==> src/bt_link_pkg.sv <==
`default_nettype none

package bt_link_pkg;

	// Sequencer states, in the order a session walks through them
	typedef enum logic [3:0] {
		IDLE,
		WAIT_DATA,
		LOAD_WORD,
		HOLD_WORD,
		POP_BYTE,
		WAIT_LINK,
		SEND_BYTE,
		CHECK_SENT,
		COLLECT_REPLY,
		WAIT_DEMAND,
		READ_WORD,
		OFFER_WORD,
		DONE
	} link_state_t;

	// 1 MHz clock into 38400 baud
	localparam int CLKS_PER_BIT = 26;
	localparam int CYC_W = $clog2(CLKS_PER_BIT);

	localparam int TX_DEPTH_WORDS = 16;
	localparam int TX_AW = $clog2(TX_DEPTH_WORDS);
	localparam int RX_DEPTH_BYTES = 32;
	localparam int RX_AW = $clog2(RX_DEPTH_BYTES);

	localparam int FRAME_WORDS = 5;
	// Must stay even, the host reads whole words
	localparam int REPLY_BYTES = 4;

	localparam int COUNT_W = 6;

endpackage

`default_nettype wire

==> src/fifo_ctrl_if.sv <==
`default_nettype none

// Control handshake between the sequencer and one FIFO
interface fifo_ctrl_if;

	logic push;
	logic pop;
	logic full;
	logic empty;
	logic [bt_link_pkg::COUNT_W-1:0] fill_count;

	modport sequencer (output push, output pop, input full, input empty, input fill_count);

	modport fifo (input push, input pop, output full, output empty, output fill_count);

endinterface

`default_nettype wire

==> src/bt_link_sequencer.sv <==
`default_nettype none

module bt_link_sequencer (
	input  wire logic        clock,
	input  wire logic        reset,
	input  wire logic        begin_i,
	input  wire logic        command_mode_i,
	input  wire logic        host_load_i,
	input  wire logic        host_last_i,
	input  wire logic        host_seen_i,
	input  wire logic        read_req_i,
	input  wire logic        host_took_i,
	input  wire logic        host_finish_i,
	input  wire logic        bt_state_i,
	input  wire logic [15:0] sensor_sample_i,
	input  wire logic [15:0] host_word_i,
	input  wire logic        tx_done_i,
	output logic             bt_enable_o,
	output logic             stored_o,
	output logic             word_ready_o,
	output logic      [15:0] tx_word_o,
	output logic             tx_start_o,
	fifo_ctrl_if.sequencer   tx_fifo,
	fifo_ctrl_if.sequencer   rx_fifo
);

	bt_link_pkg::link_state_t state;
	bt_link_pkg::link_state_t next_state;
	logic cmd_mode;
	logic start_sent;
	logic frame_done;

	assign tx_word_o = cmd_mode ? host_word_i : sensor_sample_i;

	// Sensor frames end on the sample count, command frames on the host's flag
	always_comb
	begin
		if (cmd_mode)
			frame_done = host_last_i || tx_fifo.full;
		else
			frame_done = (tx_fifo.fill_count >= bt_link_pkg::COUNT_W'(bt_link_pkg::FRAME_WORDS))
				|| tx_fifo.full;
	end

	always_comb
	begin
		next_state = state;
		case (state)
			bt_link_pkg::IDLE:
				if (begin_i)
					next_state = bt_link_pkg::WAIT_DATA;
			bt_link_pkg::WAIT_DATA:
				if (!cmd_mode || host_load_i)
					next_state = bt_link_pkg::LOAD_WORD;
			bt_link_pkg::LOAD_WORD:
				next_state = bt_link_pkg::HOLD_WORD;
			bt_link_pkg::HOLD_WORD:
				if (!cmd_mode || host_seen_i)
					next_state = frame_done ? bt_link_pkg::POP_BYTE : bt_link_pkg::WAIT_DATA;
			bt_link_pkg::POP_BYTE:
				next_state = cmd_mode ? bt_link_pkg::SEND_BYTE : bt_link_pkg::WAIT_LINK;
			bt_link_pkg::WAIT_LINK:
				if (bt_state_i)
					next_state = bt_link_pkg::SEND_BYTE;
			bt_link_pkg::SEND_BYTE:
				if (tx_done_i)
					next_state = bt_link_pkg::CHECK_SENT;
			bt_link_pkg::CHECK_SENT:
				if (!tx_fifo.empty)
					next_state = bt_link_pkg::POP_BYTE;
				else
					next_state = cmd_mode ? bt_link_pkg::COLLECT_REPLY : bt_link_pkg::DONE;
			bt_link_pkg::COLLECT_REPLY:
				if (rx_fifo.fill_count >= bt_link_pkg::COUNT_W'(bt_link_pkg::REPLY_BYTES))
					next_state = bt_link_pkg::WAIT_DEMAND;
			bt_link_pkg::WAIT_DEMAND:
				if (read_req_i && !rx_fifo.empty)
					next_state = bt_link_pkg::READ_WORD;
			bt_link_pkg::READ_WORD:
				next_state = bt_link_pkg::OFFER_WORD;
			bt_link_pkg::OFFER_WORD:
				if (host_took_i)
					next_state = host_finish_i ? bt_link_pkg::DONE : bt_link_pkg::WAIT_DEMAND;
			bt_link_pkg::DONE:
				if (!begin_i)
					next_state = bt_link_pkg::IDLE;
			default:
				next_state = bt_link_pkg::IDLE;
		endcase
	end

	always_ff @(posedge clock or posedge reset)
	begin
		if (reset)
		begin
			state <= bt_link_pkg::IDLE;
			cmd_mode <= 1'b0;
			start_sent <= 1'b0;
		end
		else
		begin
			state <= next_state;
			// Mode is frozen for the whole session
			if (state == bt_link_pkg::IDLE)
				cmd_mode <= command_mode_i;
			start_sent <= (state == bt_link_pkg::SEND_BYTE);
		end
	end

	assign tx_fifo.push = (state == bt_link_pkg::LOAD_WORD);
	assign tx_fifo.pop = (state == bt_link_pkg::POP_BYTE);
	assign rx_fifo.push = 1'b0;
	assign rx_fifo.pop = (state == bt_link_pkg::READ_WORD);

	// One start pulse on entry to SEND_BYTE
	assign tx_start_o = (state == bt_link_pkg::SEND_BYTE) && !start_sent;

	assign bt_enable_o = (state != bt_link_pkg::IDLE) && (state != bt_link_pkg::DONE);
	assign stored_o = (state == bt_link_pkg::HOLD_WORD) && cmd_mode;
	assign word_ready_o = (state == bt_link_pkg::OFFER_WORD);

endmodule

`default_nettype wire

==> src/bt_link_top.sv <==
`default_nettype none

module bt_link_top (
	input  wire logic        clock,
	input  wire logic        reset,
	input  wire logic        begin_i,
	input  wire logic        command_mode_i,
	input  wire logic        host_load_i,
	input  wire logic        host_last_i,
	input  wire logic        host_seen_i,
	input  wire logic        read_req_i,
	input  wire logic        host_took_i,
	input  wire logic        host_finish_i,
	input  wire logic        bt_state_i,
	input  wire logic        rxd_i,
	input  wire logic [15:0] sensor_sample_i,
	input  wire logic [15:0] host_word_i,
	output logic             bt_enable_o,
	output logic             txd_o,
	output logic             stored_o,
	output logic             word_ready_o,
	output logic      [15:0] reply_word_o
);

	logic [15:0] tx_word;
	logic [7:0] tx_byte;
	logic [7:0] rx_byte;
	logic tx_start;
	logic tx_done;
	logic rx_valid;

	fifo_ctrl_if tx_ctrl ();
	fifo_ctrl_if rx_ctrl ();

	word_to_byte_fifo tx_fifo_inst (
		.clock  (clock),
		.reset  (reset),
		.word_i (tx_word),
		.byte_o (tx_byte),
		.ctrl   (tx_ctrl.fifo)
	);

	// Receiver writes straight into the reply FIFO
	byte_to_word_fifo rx_fifo_inst (
		.clock        (clock),
		.reset        (reset),
		.byte_i       (rx_byte),
		.byte_valid_i (rx_valid),
		.word_o       (reply_word_o),
		.ctrl         (rx_ctrl.fifo)
	);

	uart_tx uart_tx_inst (
		.clock     (clock),
		.reset     (reset),
		.start_i   (tx_start),
		.data_i    (tx_byte),
		.txd_o     (txd_o),
		.tx_busy_o (),
		.tx_done_o (tx_done)
	);

	uart_rx uart_rx_inst (
		.clock      (clock),
		.reset      (reset),
		.rxd_i      (rxd_i),
		.rx_data_o  (rx_byte),
		.rx_valid_o (rx_valid)
	);

	bt_link_sequencer sequencer_inst (
		.clock           (clock),
		.reset           (reset),
		.begin_i         (begin_i),
		.command_mode_i  (command_mode_i),
		.host_load_i     (host_load_i),
		.host_last_i     (host_last_i),
		.host_seen_i     (host_seen_i),
		.read_req_i      (read_req_i),
		.host_took_i     (host_took_i),
		.host_finish_i   (host_finish_i),
		.bt_state_i      (bt_state_i),
		.sensor_sample_i (sensor_sample_i),
		.host_word_i     (host_word_i),
		.tx_done_i       (tx_done),
		.bt_enable_o     (bt_enable_o),
		.stored_o        (stored_o),
		.word_ready_o    (word_ready_o),
		.tx_word_o       (tx_word),
		.tx_start_o      (tx_start),
		.tx_fifo         (tx_ctrl.sequencer),
		.rx_fifo         (rx_ctrl.sequencer)
	);

endmodule

`default_nettype wire

==> src/byte_to_word_fifo.sv <==
`default_nettype none

module byte_to_word_fifo (
	input  wire logic       clock,
	input  wire logic       reset,
	input  wire logic [7:0] byte_i,
	input  wire logic       byte_valid_i,
	output logic     [15:0] word_o,
	fifo_ctrl_if.fifo       ctrl
);

	logic [7:0] mem [bt_link_pkg::RX_DEPTH_BYTES];
	logic [bt_link_pkg::RX_AW-1:0] wr_ptr;
	logic [bt_link_pkg::RX_AW-1:0] rd_ptr;
	logic [bt_link_pkg::COUNT_W-1:0] count;
	logic wr_en;

	// Bytes arriving on a full FIFO are dropped
	assign wr_en = byte_valid_i && !ctrl.full;

	assign ctrl.full = (count == bt_link_pkg::COUNT_W'(bt_link_pkg::RX_DEPTH_BYTES));
	assign ctrl.empty = (count == '0);
	assign ctrl.fill_count = count;

	always_ff @(posedge clock or posedge reset)
	begin
		if (reset)
		begin
			wr_ptr <= '0;
			rd_ptr <= '0;
			count <= '0;
		end
		else
		begin
			if (wr_en)
				wr_ptr <= wr_ptr + 1'b1;
			if (ctrl.pop)
				rd_ptr <= rd_ptr + bt_link_pkg::RX_AW'(2);
			count <= count + wr_en - (ctrl.pop ? bt_link_pkg::COUNT_W'(2) : '0);
		end
	end

	// First byte received becomes the high byte
	always_ff @(posedge clock)
	begin
		if (wr_en)
			mem[wr_ptr] <= byte_i;
		if (ctrl.pop)
			word_o <= {mem[rd_ptr], mem[rd_ptr + 1'b1]};
	end

	pop_needs_two_bytes: assert property (@(posedge clock) disable iff (reset)
		ctrl.pop |-> (count >= bt_link_pkg::COUNT_W'(2)));

	no_write_when_full: assert property (@(posedge clock) disable iff (reset)
		byte_valid_i |-> !ctrl.full);

endmodule

`default_nettype wire

==> src/uart_rx.sv <==
`default_nettype none

module uart_rx (
	input  wire logic clock,
	input  wire logic reset,
	input  wire logic rxd_i,
	output logic [7:0] rx_data_o,
	output logic       rx_valid_o
);

	typedef enum logic [1:0] {RX_IDLE, RX_START, RX_DATA, RX_STOP} rx_state_t;

	rx_state_t state;
	logic [1:0] rxd_sync;
	logic rxd_prev;
	logic rx_line;
	logic fall;
	logic [bt_link_pkg::CYC_W-1:0] cyc;
	logic [2:0] bit_idx;
	logic [7:0] shift;
	logic half_end;
	logic bit_end;

	assign rx_line = rxd_sync[1];
	assign fall = rxd_prev && !rx_line;
	assign half_end = (cyc == bt_link_pkg::CYC_W'(bt_link_pkg::CLKS_PER_BIT / 2 - 1));
	assign bit_end = (cyc == bt_link_pkg::CYC_W'(bt_link_pkg::CLKS_PER_BIT - 1));

	always_ff @(posedge clock or posedge reset)
	begin
		if (reset)
		begin
			rxd_sync <= 2'b11;
			rxd_prev <= 1'b1;
			state <= RX_IDLE;
			cyc <= '0;
			bit_idx <= '0;
			rx_valid_o <= 1'b0;
		end
		else
		begin
			rxd_sync <= {rxd_sync[0], rxd_i};
			rxd_prev <= rx_line;
			rx_valid_o <= 1'b0;
			cyc <= cyc + 1'b1;
			case (state)
				RX_IDLE:
				begin
					cyc <= '0;
					if (fall)
						state <= RX_START;
				end
				RX_START:
				begin
					// A glitch shorter than half a bit is ignored
					if (half_end)
					begin
						cyc <= '0;
						bit_idx <= '0;
						state <= rx_line ? RX_IDLE : RX_DATA;
					end
				end
				RX_DATA:
				begin
					if (bit_end)
					begin
						cyc <= '0;
						bit_idx <= bit_idx + 1'b1;
						if (bit_idx == 3'd7)
							state <= RX_STOP;
					end
				end
				RX_STOP:
				begin
					if (bit_end)
					begin
						rx_valid_o <= rx_line;
						state <= RX_IDLE;
					end
				end
				default:
					state <= RX_IDLE;
			endcase
		end
	end

	// Data bits sampled mid-bit, LSB first
	always_ff @(posedge clock)
	begin
		if (state == RX_DATA && bit_end)
			shift <= {rx_line, shift[7:1]};
		if (state == RX_STOP && bit_end && rx_line)
			rx_data_o <= shift;
	end

endmodule

`default_nettype wire

==> src/uart_tx.sv <==
`default_nettype none

module uart_tx (
	input  wire logic       clock,
	input  wire logic       reset,
	input  wire logic       start_i,
	input  wire logic [7:0] data_i,
	output logic            txd_o,
	output logic            tx_busy_o,
	output logic            tx_done_o
);

	// Stop bit, data LSB first, start bit in bit 0
	logic [9:0] frame;
	logic [3:0] bit_idx;
	logic [bt_link_pkg::CYC_W-1:0] cyc;
	logic bit_end;

	assign bit_end = (cyc == bt_link_pkg::CYC_W'(bt_link_pkg::CLKS_PER_BIT - 1));
	assign txd_o = tx_busy_o ? frame[0] : 1'b1;

	always_ff @(posedge clock or posedge reset)
	begin
		if (reset)
		begin
			frame <= '1;
			bit_idx <= '0;
			cyc <= '0;
			tx_busy_o <= 1'b0;
			tx_done_o <= 1'b0;
		end
		else
		begin
			tx_done_o <= 1'b0;
			if (!tx_busy_o)
			begin
				if (start_i)
				begin
					frame <= {1'b1, data_i, 1'b0};
					bit_idx <= '0;
					cyc <= '0;
					tx_busy_o <= 1'b1;
				end
			end
			else if (bit_end)
			begin
				cyc <= '0;
				frame <= {1'b1, frame[9:1]};
				bit_idx <= bit_idx + 1'b1;
				if (bit_idx == 4'd9)
				begin
					tx_busy_o <= 1'b0;
					tx_done_o <= 1'b1;
				end
			end
			else
				cyc <= cyc + 1'b1;
		end
	end

	no_start_while_busy: assert property (@(posedge clock) disable iff (reset)
		start_i |-> !tx_busy_o);

endmodule

`default_nettype wire

==> src/word_to_byte_fifo.sv <==
`default_nettype none

module word_to_byte_fifo (
	input  wire logic        clock,
	input  wire logic        reset,
	input  wire logic [15:0] word_i,
	output logic      [7:0]  byte_o,
	fifo_ctrl_if.fifo        ctrl
);

	logic [15:0] mem [bt_link_pkg::TX_DEPTH_WORDS];
	logic [bt_link_pkg::TX_AW-1:0] wr_ptr;
	logic [bt_link_pkg::TX_AW-1:0] rd_ptr;
	// High when the high byte of the head word has gone out
	logic low_next;
	logic [bt_link_pkg::COUNT_W-1:0] count;
	logic word_freed;

	assign word_freed = ctrl.pop && low_next;

	assign ctrl.full = (count == bt_link_pkg::COUNT_W'(bt_link_pkg::TX_DEPTH_WORDS));
	assign ctrl.empty = (count == '0);
	assign ctrl.fill_count = count;

	always_ff @(posedge clock or posedge reset)
	begin
		if (reset)
		begin
			wr_ptr <= '0;
			rd_ptr <= '0;
			low_next <= 1'b0;
			count <= '0;
		end
		else
		begin
			if (ctrl.push)
				wr_ptr <= wr_ptr + 1'b1;
			if (ctrl.pop)
				low_next <= !low_next;
			if (word_freed)
				rd_ptr <= rd_ptr + 1'b1;
			count <= count + ctrl.push - word_freed;
		end
	end

	// Storage and read data
	always_ff @(posedge clock)
	begin
		if (ctrl.push)
			mem[wr_ptr] <= word_i;
		if (ctrl.pop)
			byte_o <= low_next ? mem[rd_ptr][7:0] : mem[rd_ptr][15:8];
	end

	no_push_when_full: assert property (@(posedge clock) disable iff (reset)
		ctrl.push |-> !ctrl.full);

	no_pop_when_empty: assert property (@(posedge clock) disable iff (reset)
		ctrl.pop |-> !ctrl.empty);

endmodule

`default_nettype wire
==> config.mk <==
export PLATFORM = sky130hd
export DESIGN_NAME = bt_link_top
export DESIGN_NICKNAME = d
export VERILOG_FILES = /design/src/bt_link_pkg.sv /design/src/fifo_ctrl_if.sv /design/src/bt_link_sequencer.sv /design/src/bt_link_top.sv /design/src/byte_to_word_fifo.sv /design/src/uart_rx.sv /design/src/uart_tx.sv /design/src/word_to_byte_fifo.sv
export SDC_FILE = /design/constraint.sdc
export NUM_CORES = 1
export LEC_CHECK = 0
export BUFFER_PORTS_ARGS = -buffer_cell sky130_fd_sc_hd__buf_4
export CAP_MARGIN = 10
export CORE_ASPECT_RATIO = 0.9
export CORE_MARGIN = 3
export CORE_UTILIZATION = 65
export CTS_BUF_LIST = sky130_fd_sc_hd__clkbuf_2
export CTS_CLUSTER_SIZE = 16
export DETAILED_ROUTE_END_ITERATION = 16
export PLACE_DENSITY = 0.82
export SLEW_MARGIN = 0
export SYNTH_ARGS = -nofsm -noshare
export SYNTH_HDL_FRONTEND = slang
export SYNTH_SLANG_ARGS = --single-unit
==> constraint.sdc <==
create_clock -name clock -period 4.1 [get_ports clock]
set_input_delay 0.205 -clock clock [delete_from_list [all_inputs] [get_ports clock]]
set_output_delay 0.205 -clock clock [all_outputs]
set_load 0.05 [all_outputs]
After elaboration in Yosys (flattened, before gate mapping)
Memory sizes are Yosys's and may differ from the RTL's. A register that Yosys moved wholly into a read port is not among the register bits.
Cells that the tools add are included.
{ "classes": {"n_bitwise": 0, "muxes": 55, "n_shift": 0, "eq_ne": 38, "multipliers": 0, "add_sub_neg": 13, "n_reduce_logical": 31, "n_lt_le_gt_ge": 2, "div_mod_pow": 0} }
{ "op_table": {"columns": ["op", "n"], "rows": [
  ["$mux W4", 13],
  ["$pmux W4 S13", 1],
  ["$mux W10", 3],
  ["$mux W5", 5],
  ["$eq A4 B4 Y1 const B", 6],
  ["$add A5 B1 Y5 const B", 4],
  ["$ne A2 B1 Y1 const B", 9],
  ["$eq A4 B3 Y1 const B", 4],
  ["$mux W16", 1],
  ["$mux W2", 8],
  ["$mux W1", 15],
  ["$mux W3", 5],
  ["$pmux W5 S3", 1],
  ["$add A4 B1 Y4 const B", 3],
  ["$add A6 B1 Y6", 2],
  ["$ge A6 B3 Y1 const B", 2],
  ["$logic_not A6 Y1", 2],
  ["$ne A2 B2 Y1 const B", 6],
  ["$eq A5 B5 Y1 const B", 2],
  ["$logic_and A1 B1 Y1", 10],
  ["$reduce_and A9 Y1", 1],
  ["$eq A4 B2 Y1 const B", 2],
  ["$mux W8", 1],
  ["$pmux W2 S4", 1],
  ["22 further kinds", 32]
]} }
{ "totals": {"rom_bits": 0, "in_bits": 44, "regBits": 96, "ramBits": 512, "output_inout_bits": 20, "latch_bits": 0, "n_memories": 2, "word_cells": 165} }
{ "mem_list": {"columns": ["name", "depth", "width", "read_ports", "rd_ports_with_merged_regs", "wr", "line", "text"], "rows": [
  ["rx_fifo_inst.mem", 32, 8, 2, 2, 1, "byte_to_word_fifo.sv:12", "logic [7:0] mem [bt_link_pkg::RX_DEPTH_BYTES];"],
  ["tx_fifo_inst.mem", 16, 16, 1, 0, 1, "word_to_byte_fifo.sv:11", "logic [15:0] mem [bt_link_pkg::TX_DEPTH_WORDS];"]
]} }

Logic depth before layout (Yosys ltp)
{ "depth": {"word_depth": 6, "mapped_depth": 13, "ltp_nobuf": 11} }

By module
From an unflattened synthesis, not the netlist that was laid out.
{ "unflattened": {"hier_cells": 1274, "area_unflattened_um2": 24947.7} }
{ "modules_own_cells": {"columns": ["module", "cells_per_inst", "seq_area_each_um2", "instances", "area_each_um2"], "rows": [
  ["byte_to_word_fifo", 527, 8543.2, 1, 11064.4],
  ["word_to_byte_fifo", 495, 8303.0, 1, 10851.7],
  ["uart_rx", 80, 834.6, 1, 1202.4],
  ["uart_tx", 83, 511.7, 1, 1042.2],
  ["bt_link_sequencer", 89, 150.1, 1, 787.0]
]} }

Least setup slack after synthesis
OpenSTA, ideal clock, no wires.
{ "synth_timing": {"path_kind": "reg-to-reg", "start": "register sequencer_inst.state[2]", "end": "register tx_fifo_inst.count, in the netlist tx_fifo_inst.ctrl.fill_count[4]", "setup_time_ns": 0.080, "period_less_slack_ns": 3.280, "stages_incl_launch_ff": 13, "arrival_ns": 3.200, "path_buffers": 1, "required_ns": 4.020, "path_slack_ns": 0.820, "path_cell_list": "dfrtp_1 inv_1 nor4_1 and2_0 clkbuf_1 ha_1 inv_1 ha_1 fa_1 a21oi_1 nor2_1 nor2_1 xnor2_1"} }
{ "synth_via": {"elab_chain_len": 3, "elab_cells_between_ends": 5, "cone_classes": "2 x add/sub; 2 x eq/ne; 1 x reduce/logical"} }
{ "synth_lines": {"columns": ["item", "line", "text"], "rows": [
  ["from (decl)", "bt_link_sequencer.sv:27", "bt_link_pkg::link_state_t state;"],
  ["from (signal assigned)", "bt_link_sequencer.sv:96", "state <= bt_link_pkg::IDLE;"],
  ["from (signal assigned)", "bt_link_sequencer.sv:102", "state <= next_state;"],
  ["$eq A4 B3 Y1", "bt_link_sequencer.sv:111", "assign tx_fifo.pop = (state == bt_link_pkg::POP_BYTE);"],
  ["$logic_and A1 B1 Y1", "word_to_byte_fifo.sv:19", "assign word_freed = ctrl.pop && low_next;"],
  ["net tx_fifo_inst.word_freed", "word_to_byte_fifo.sv:17", "logic word_freed;"],
  ["$sub A6 B1 Y6", "word_to_byte_fifo.sv:42", "count <= count + ctrl.push - word_freed;"],
  ["to (signal assigned)", "word_to_byte_fifo.sv:42", null],
  ["to (decl)", "word_to_byte_fifo.sv:16", "logic [bt_link_pkg::COUNT_W-1:0] count;"]
]} }
The timed path passes the listed nets, and every way through them passes these cells.
A chain may end at the register's enable or synchronous reset.

Worst setup path after layout
{ "layout_timing": {"start": "register sequencer_inst.state[2]", "end": "register tx_fifo_inst.count, in the netlist tx_fifo_inst.ctrl.fill_count[5]"} }
{ "layout_via": {"elab_chain_len": 3, "elab_cells_between_ends": 5, "cone_classes": "2 x add/sub; 2 x eq/ne; 1 x reduce/logical"} }
{ "layout_lines": {"columns": ["item", "line"], "rows": [
  ["$eq A4 B2 Y1 or $eq A4 B3 Y1 (tied branches)", "bt_link_sequencer.sv:110, bt_link_sequencer.sv:111"],
  ["$add A6 B1 Y6 or $logic_and A1 B1 Y1 (tied branches)", "word_to_byte_fifo.sv:42, word_to_byte_fifo.sv:19"],
  ["$sub A6 B1 Y6 (*)", "word_to_byte_fifo.sv:42"]
]} }
Every way passes the cells marked *; elsewhere a longest branch is shown, timed or not.

==> reports/qor.yml <==
logic_synthesis:
  avgSynthCellArea_um2: 20.23
  yosysWarningCount: 0
  synth-seq-cells: 622
  seq_area_frac_synth_pct: 73.96
  synth_common_cells: "edfxtp_1, mux4_2, nor2_1"
  synth_async_sr_flop_share_pct: 11.25
  syn_area_um2: 24800
  synth_top_area_share_pct: 66.83
  synth-edff-count: 552
  synth_most_common_cell: "edfxtp_1"
  synth_area_leaders: "edfxtp_1, mux4_2, dfrtp_1"
  synth_nets: 1314
  synth_top_cell_by_area: "edfxtp_1"
  netlist_instances: 1226
  yosys.cell_types.count: 56
  synth_flop_cell: "edfxtp_1"
die:
  die_y_um: 191.3
  row_count: 67
  coreArea_um2: 37470
  start_util_pct: 66.19
  num_io_pins: 64
  die-area_um2: 40540
  die_w_um: 211.9
sta:
  finalCritPeriodShare_pct: 78.29
  tns_ns: 0
  fin_worst_skew_ns: 0.1196
  slew_headroom_pct: 16.77
  rsz0062_at_grt: "false"
  fin_crit_ns: 3.210
  slew_viol_final: 0
  fin_hold_ws_ns: 0.2187
  worstMarginPinSlew_ns: 1.248
  setup_viol: 0
  max_freq_mhz: 311.5
  hold_viol_final: 0
power:
  power.leakage_nw: 9.610
  vdd_drop_max_uv: 551.9
  totalPowerFinal_w: 0.01566
  powerDensity_nw_per_um2: 561.8
cts:
  clk_pin_slew_worst_paths_ns: 0.10
  cts_root_buf: "clkbuf_2"
  htreeDepth: 4
  cts_sinks: 622
  cts_tree: "done"
  post_cts_resized: 0
  cts_max_path_buffers: 3
  numCtsBuffers: 147
  clock_latency_ns: 1.15
placed_design:
  place_area_um2: 25960
  gp_congestion: 0.7627
  port_buffers: 63
  dp_cells: 1744
  post-dp-hpwl_um: 30890
grt:
  grt_use_total_pct: 26.92
  grt_pass1_vias: 13543
  antenna_found_initial: 3
  grt_pass1_wl_um: 79960
  grt_max_degree: 46
  grt_overflow_total: 0
detailed_routing:
  via_per_inst: 6.253
  wirelength_um: 51430
  drtPass1Iterations: 5
  drc: 0
  ant_nets: 0
  drtIter0Drc: 1422
  vias: 12907
  wl_per_cell_um: 24.92
critical_path:
  end_kind: "register"
  crit_path_start_kind: "register"
  arrival_ns: 4.25
  critPathRequiredTime_ns: 5.14
  path_class: "register to register"
  crit_fanout: 14
run:
  max_cap_viol_count: 0
finish:
  final_cells: 2064
  design_area_um2: 27870
  drive_above_1_share_pct: 35.13
  fillers: 2080
  synthToLayoutAreaGrowth_pct: 12.39
  num-nets-final: 1549
status:
  status: "complete, no violations"
hold_path:
  hold_class: "primary input to asynchronous set/reset pin"
[where the power goes]
group | switching [W] | leakage (nW) | internal (W) | total (W)
combinational | 0.00170 | 2.76 | 0.00196 | 0.00366
clock | 0.00239 | 1.03 | 0.00161 | 0.00400
sequential | 0.000544 | 5.82 | 0.00745 | 0.00800
[state kept, by name, indices dropped and copies added (netlist names), 4 cells and up, named ones only]
| register | count |
|---|---|
| rx_fifo_inst.ctrl.fill_count | 6 |
| rx_fifo_inst.mem | 256 |
| rx_fifo_inst.rd_ptr | 4 |
| rx_fifo_inst.word_o | 16 |
| rx_fifo_inst.wr_ptr | 5 |
| sequencer_inst.state | 4 |
| tx_fifo_inst.byte_o | 8 |
| tx_fifo_inst.ctrl.fill_count | 6 |
| tx_fifo_inst.mem | 256 |
| tx_fifo_inst.rd_ptr | 4 |
| tx_fifo_inst.wr_ptr | 4 |
| uart_rx_inst.cyc | 5 |
| uart_rx_inst.rx_data_o | 8 |
| uart_rx_inst.shift | 8 |
| uart_tx_inst.bit_idx | 4 |
| uart_tx_inst.cyc | 5 |
| uart_tx_inst.frame | 9 |
[area by class of cell]
cell class / instances / area, um^2 / area share (%)
antenna: 4 / 10.01 / 0.03591
clock buffer: 213 / 1066 / 3.824
clock inverter: 52 / 329.1 / 1.181
inverter: 38 / 143.9 / 0.5162
multi-input combinational: 507 / 6115 / 21.94
sequential: 622 / 18350 / 65.84
tap: 483 / 604.3 / 2.168
timing repair buffer: 145 / 1254 / 4.498
[metal layers]
| metal | vias to the layer above | routed length, um | GRT usage (%) |
|---|---|---|---|
| met5 | - | 0 | 0 |
| met4 | 0 | 1030 | 8.215 |
| met3 | 109 | 4627 | 6.728 |
| met2 | 704 | 25790 | 43.18 |
| met1 | 6591 | 19990 | 37.54 |
| li1 | 5503 | - | - |
[stage by stage]
step / util, % / worst slack (ns)
after floorplan: - / 0.8199
after global placement: 69.27 / 1.119
after detailed placement: 69.27 / 0.9788
after CTS: 74.36 / 0.8246
after global routing: 74.38 / 0.5674
final: 74.39 / 0.8901
[cell usage in the layout, fill, tap and decap left out, types with 5 or more instances in the layout]
cell | netlist | routed
xnor2_1 | 15 | 15
o21ai_1 | 7 | 7
xor2_1 | 11 | 11
a21oi_1 | 9 | 9
buf_4 | 0 | 91
nand4_1 | 6 | 6
mux2i_1 | 9 | 9
clkinv_4 | 0 | 5
inv_1 | 37 | 36
and3_1 | 5 | 5
dfrtp_1 | 58 | 54
mux2_2 | 28 | 28
dfstp_2 | 12 | 12
nor2_2 | 0 | 12
clkbuf_2 | 0 | 213
clkinv_2 | 0 | 6
ha_1 | 43 | 43
a31oi_1 | 5 | 5
o21ai_0 | 25 | 25
clkinv_1 | 0 | 31
nand3_1 | 11 | 11
dlygate4sd3_1 | 0 | 51
nand2_1 | 37 | 37
nand2b_1 | 7 | 7
edfxtp_1 | 552 | 552
mux4_2 | 160 | 160
nor2_1 | 67 | 55
clkinvlp_4 | 0 | 5
[path summary, 6_finish.rpt]
path	endpoint	slack [ns]	start	depth (start not counted)
max	tx_fifo_inst.ctrl.fill_count[5]	0.89	sequencer_inst.state[2]	12
min	tx_fifo_inst.wr_ptr[2]	0.22	reset	4
min in group clock	sequencer_inst.state[3]	0.23	bt_state_i	6
min reg2reg	uart_rx_inst.rxd_prev	0.35	uart_rx_inst.rxd_sync[1]	0
max in group asynchronous	uart_rx_inst.bit_idx[2]	2.78	reset	5
max reg2reg	tx_fifo_inst.ctrl.fill_count[5]	0.89	sequencer_inst.state[2]	12
[cell families after synthesis]
group / synth area share, %
adder cells (fa/ha/maj): 2.250
multiplexers: 16.16
buffers and inverters: 1.675
flip-flops: 73.96
AO/OA/AOI/OAI: 1.544
XOR/XNOR: 0.9182
AND/OR/NAND/NOR: 3.491
[worst max-delay path, cell delays in order, from the launching register on]
cell,delay (ns)
dfrtp_1,0.64
inv_1,0.25
nor4_2,0.33
buf_4,0.26
and2_0,0.32
ha_1,0.20
inv_1,0.06
ha_1,0.27
a21o_1,0.15
a21oi_1,0.22
o21bai_1,0.09
a21oi_1,0.18
xor2_1,0.15
[what timing repair did]
item | 4_1_cts | 5_1_grt
setup buffers | 0 | 0
hold endpoints to repair | 330 | 0
hold buffers | 51 | 0
No activity file was read; power rests on OpenSTA's default activity.
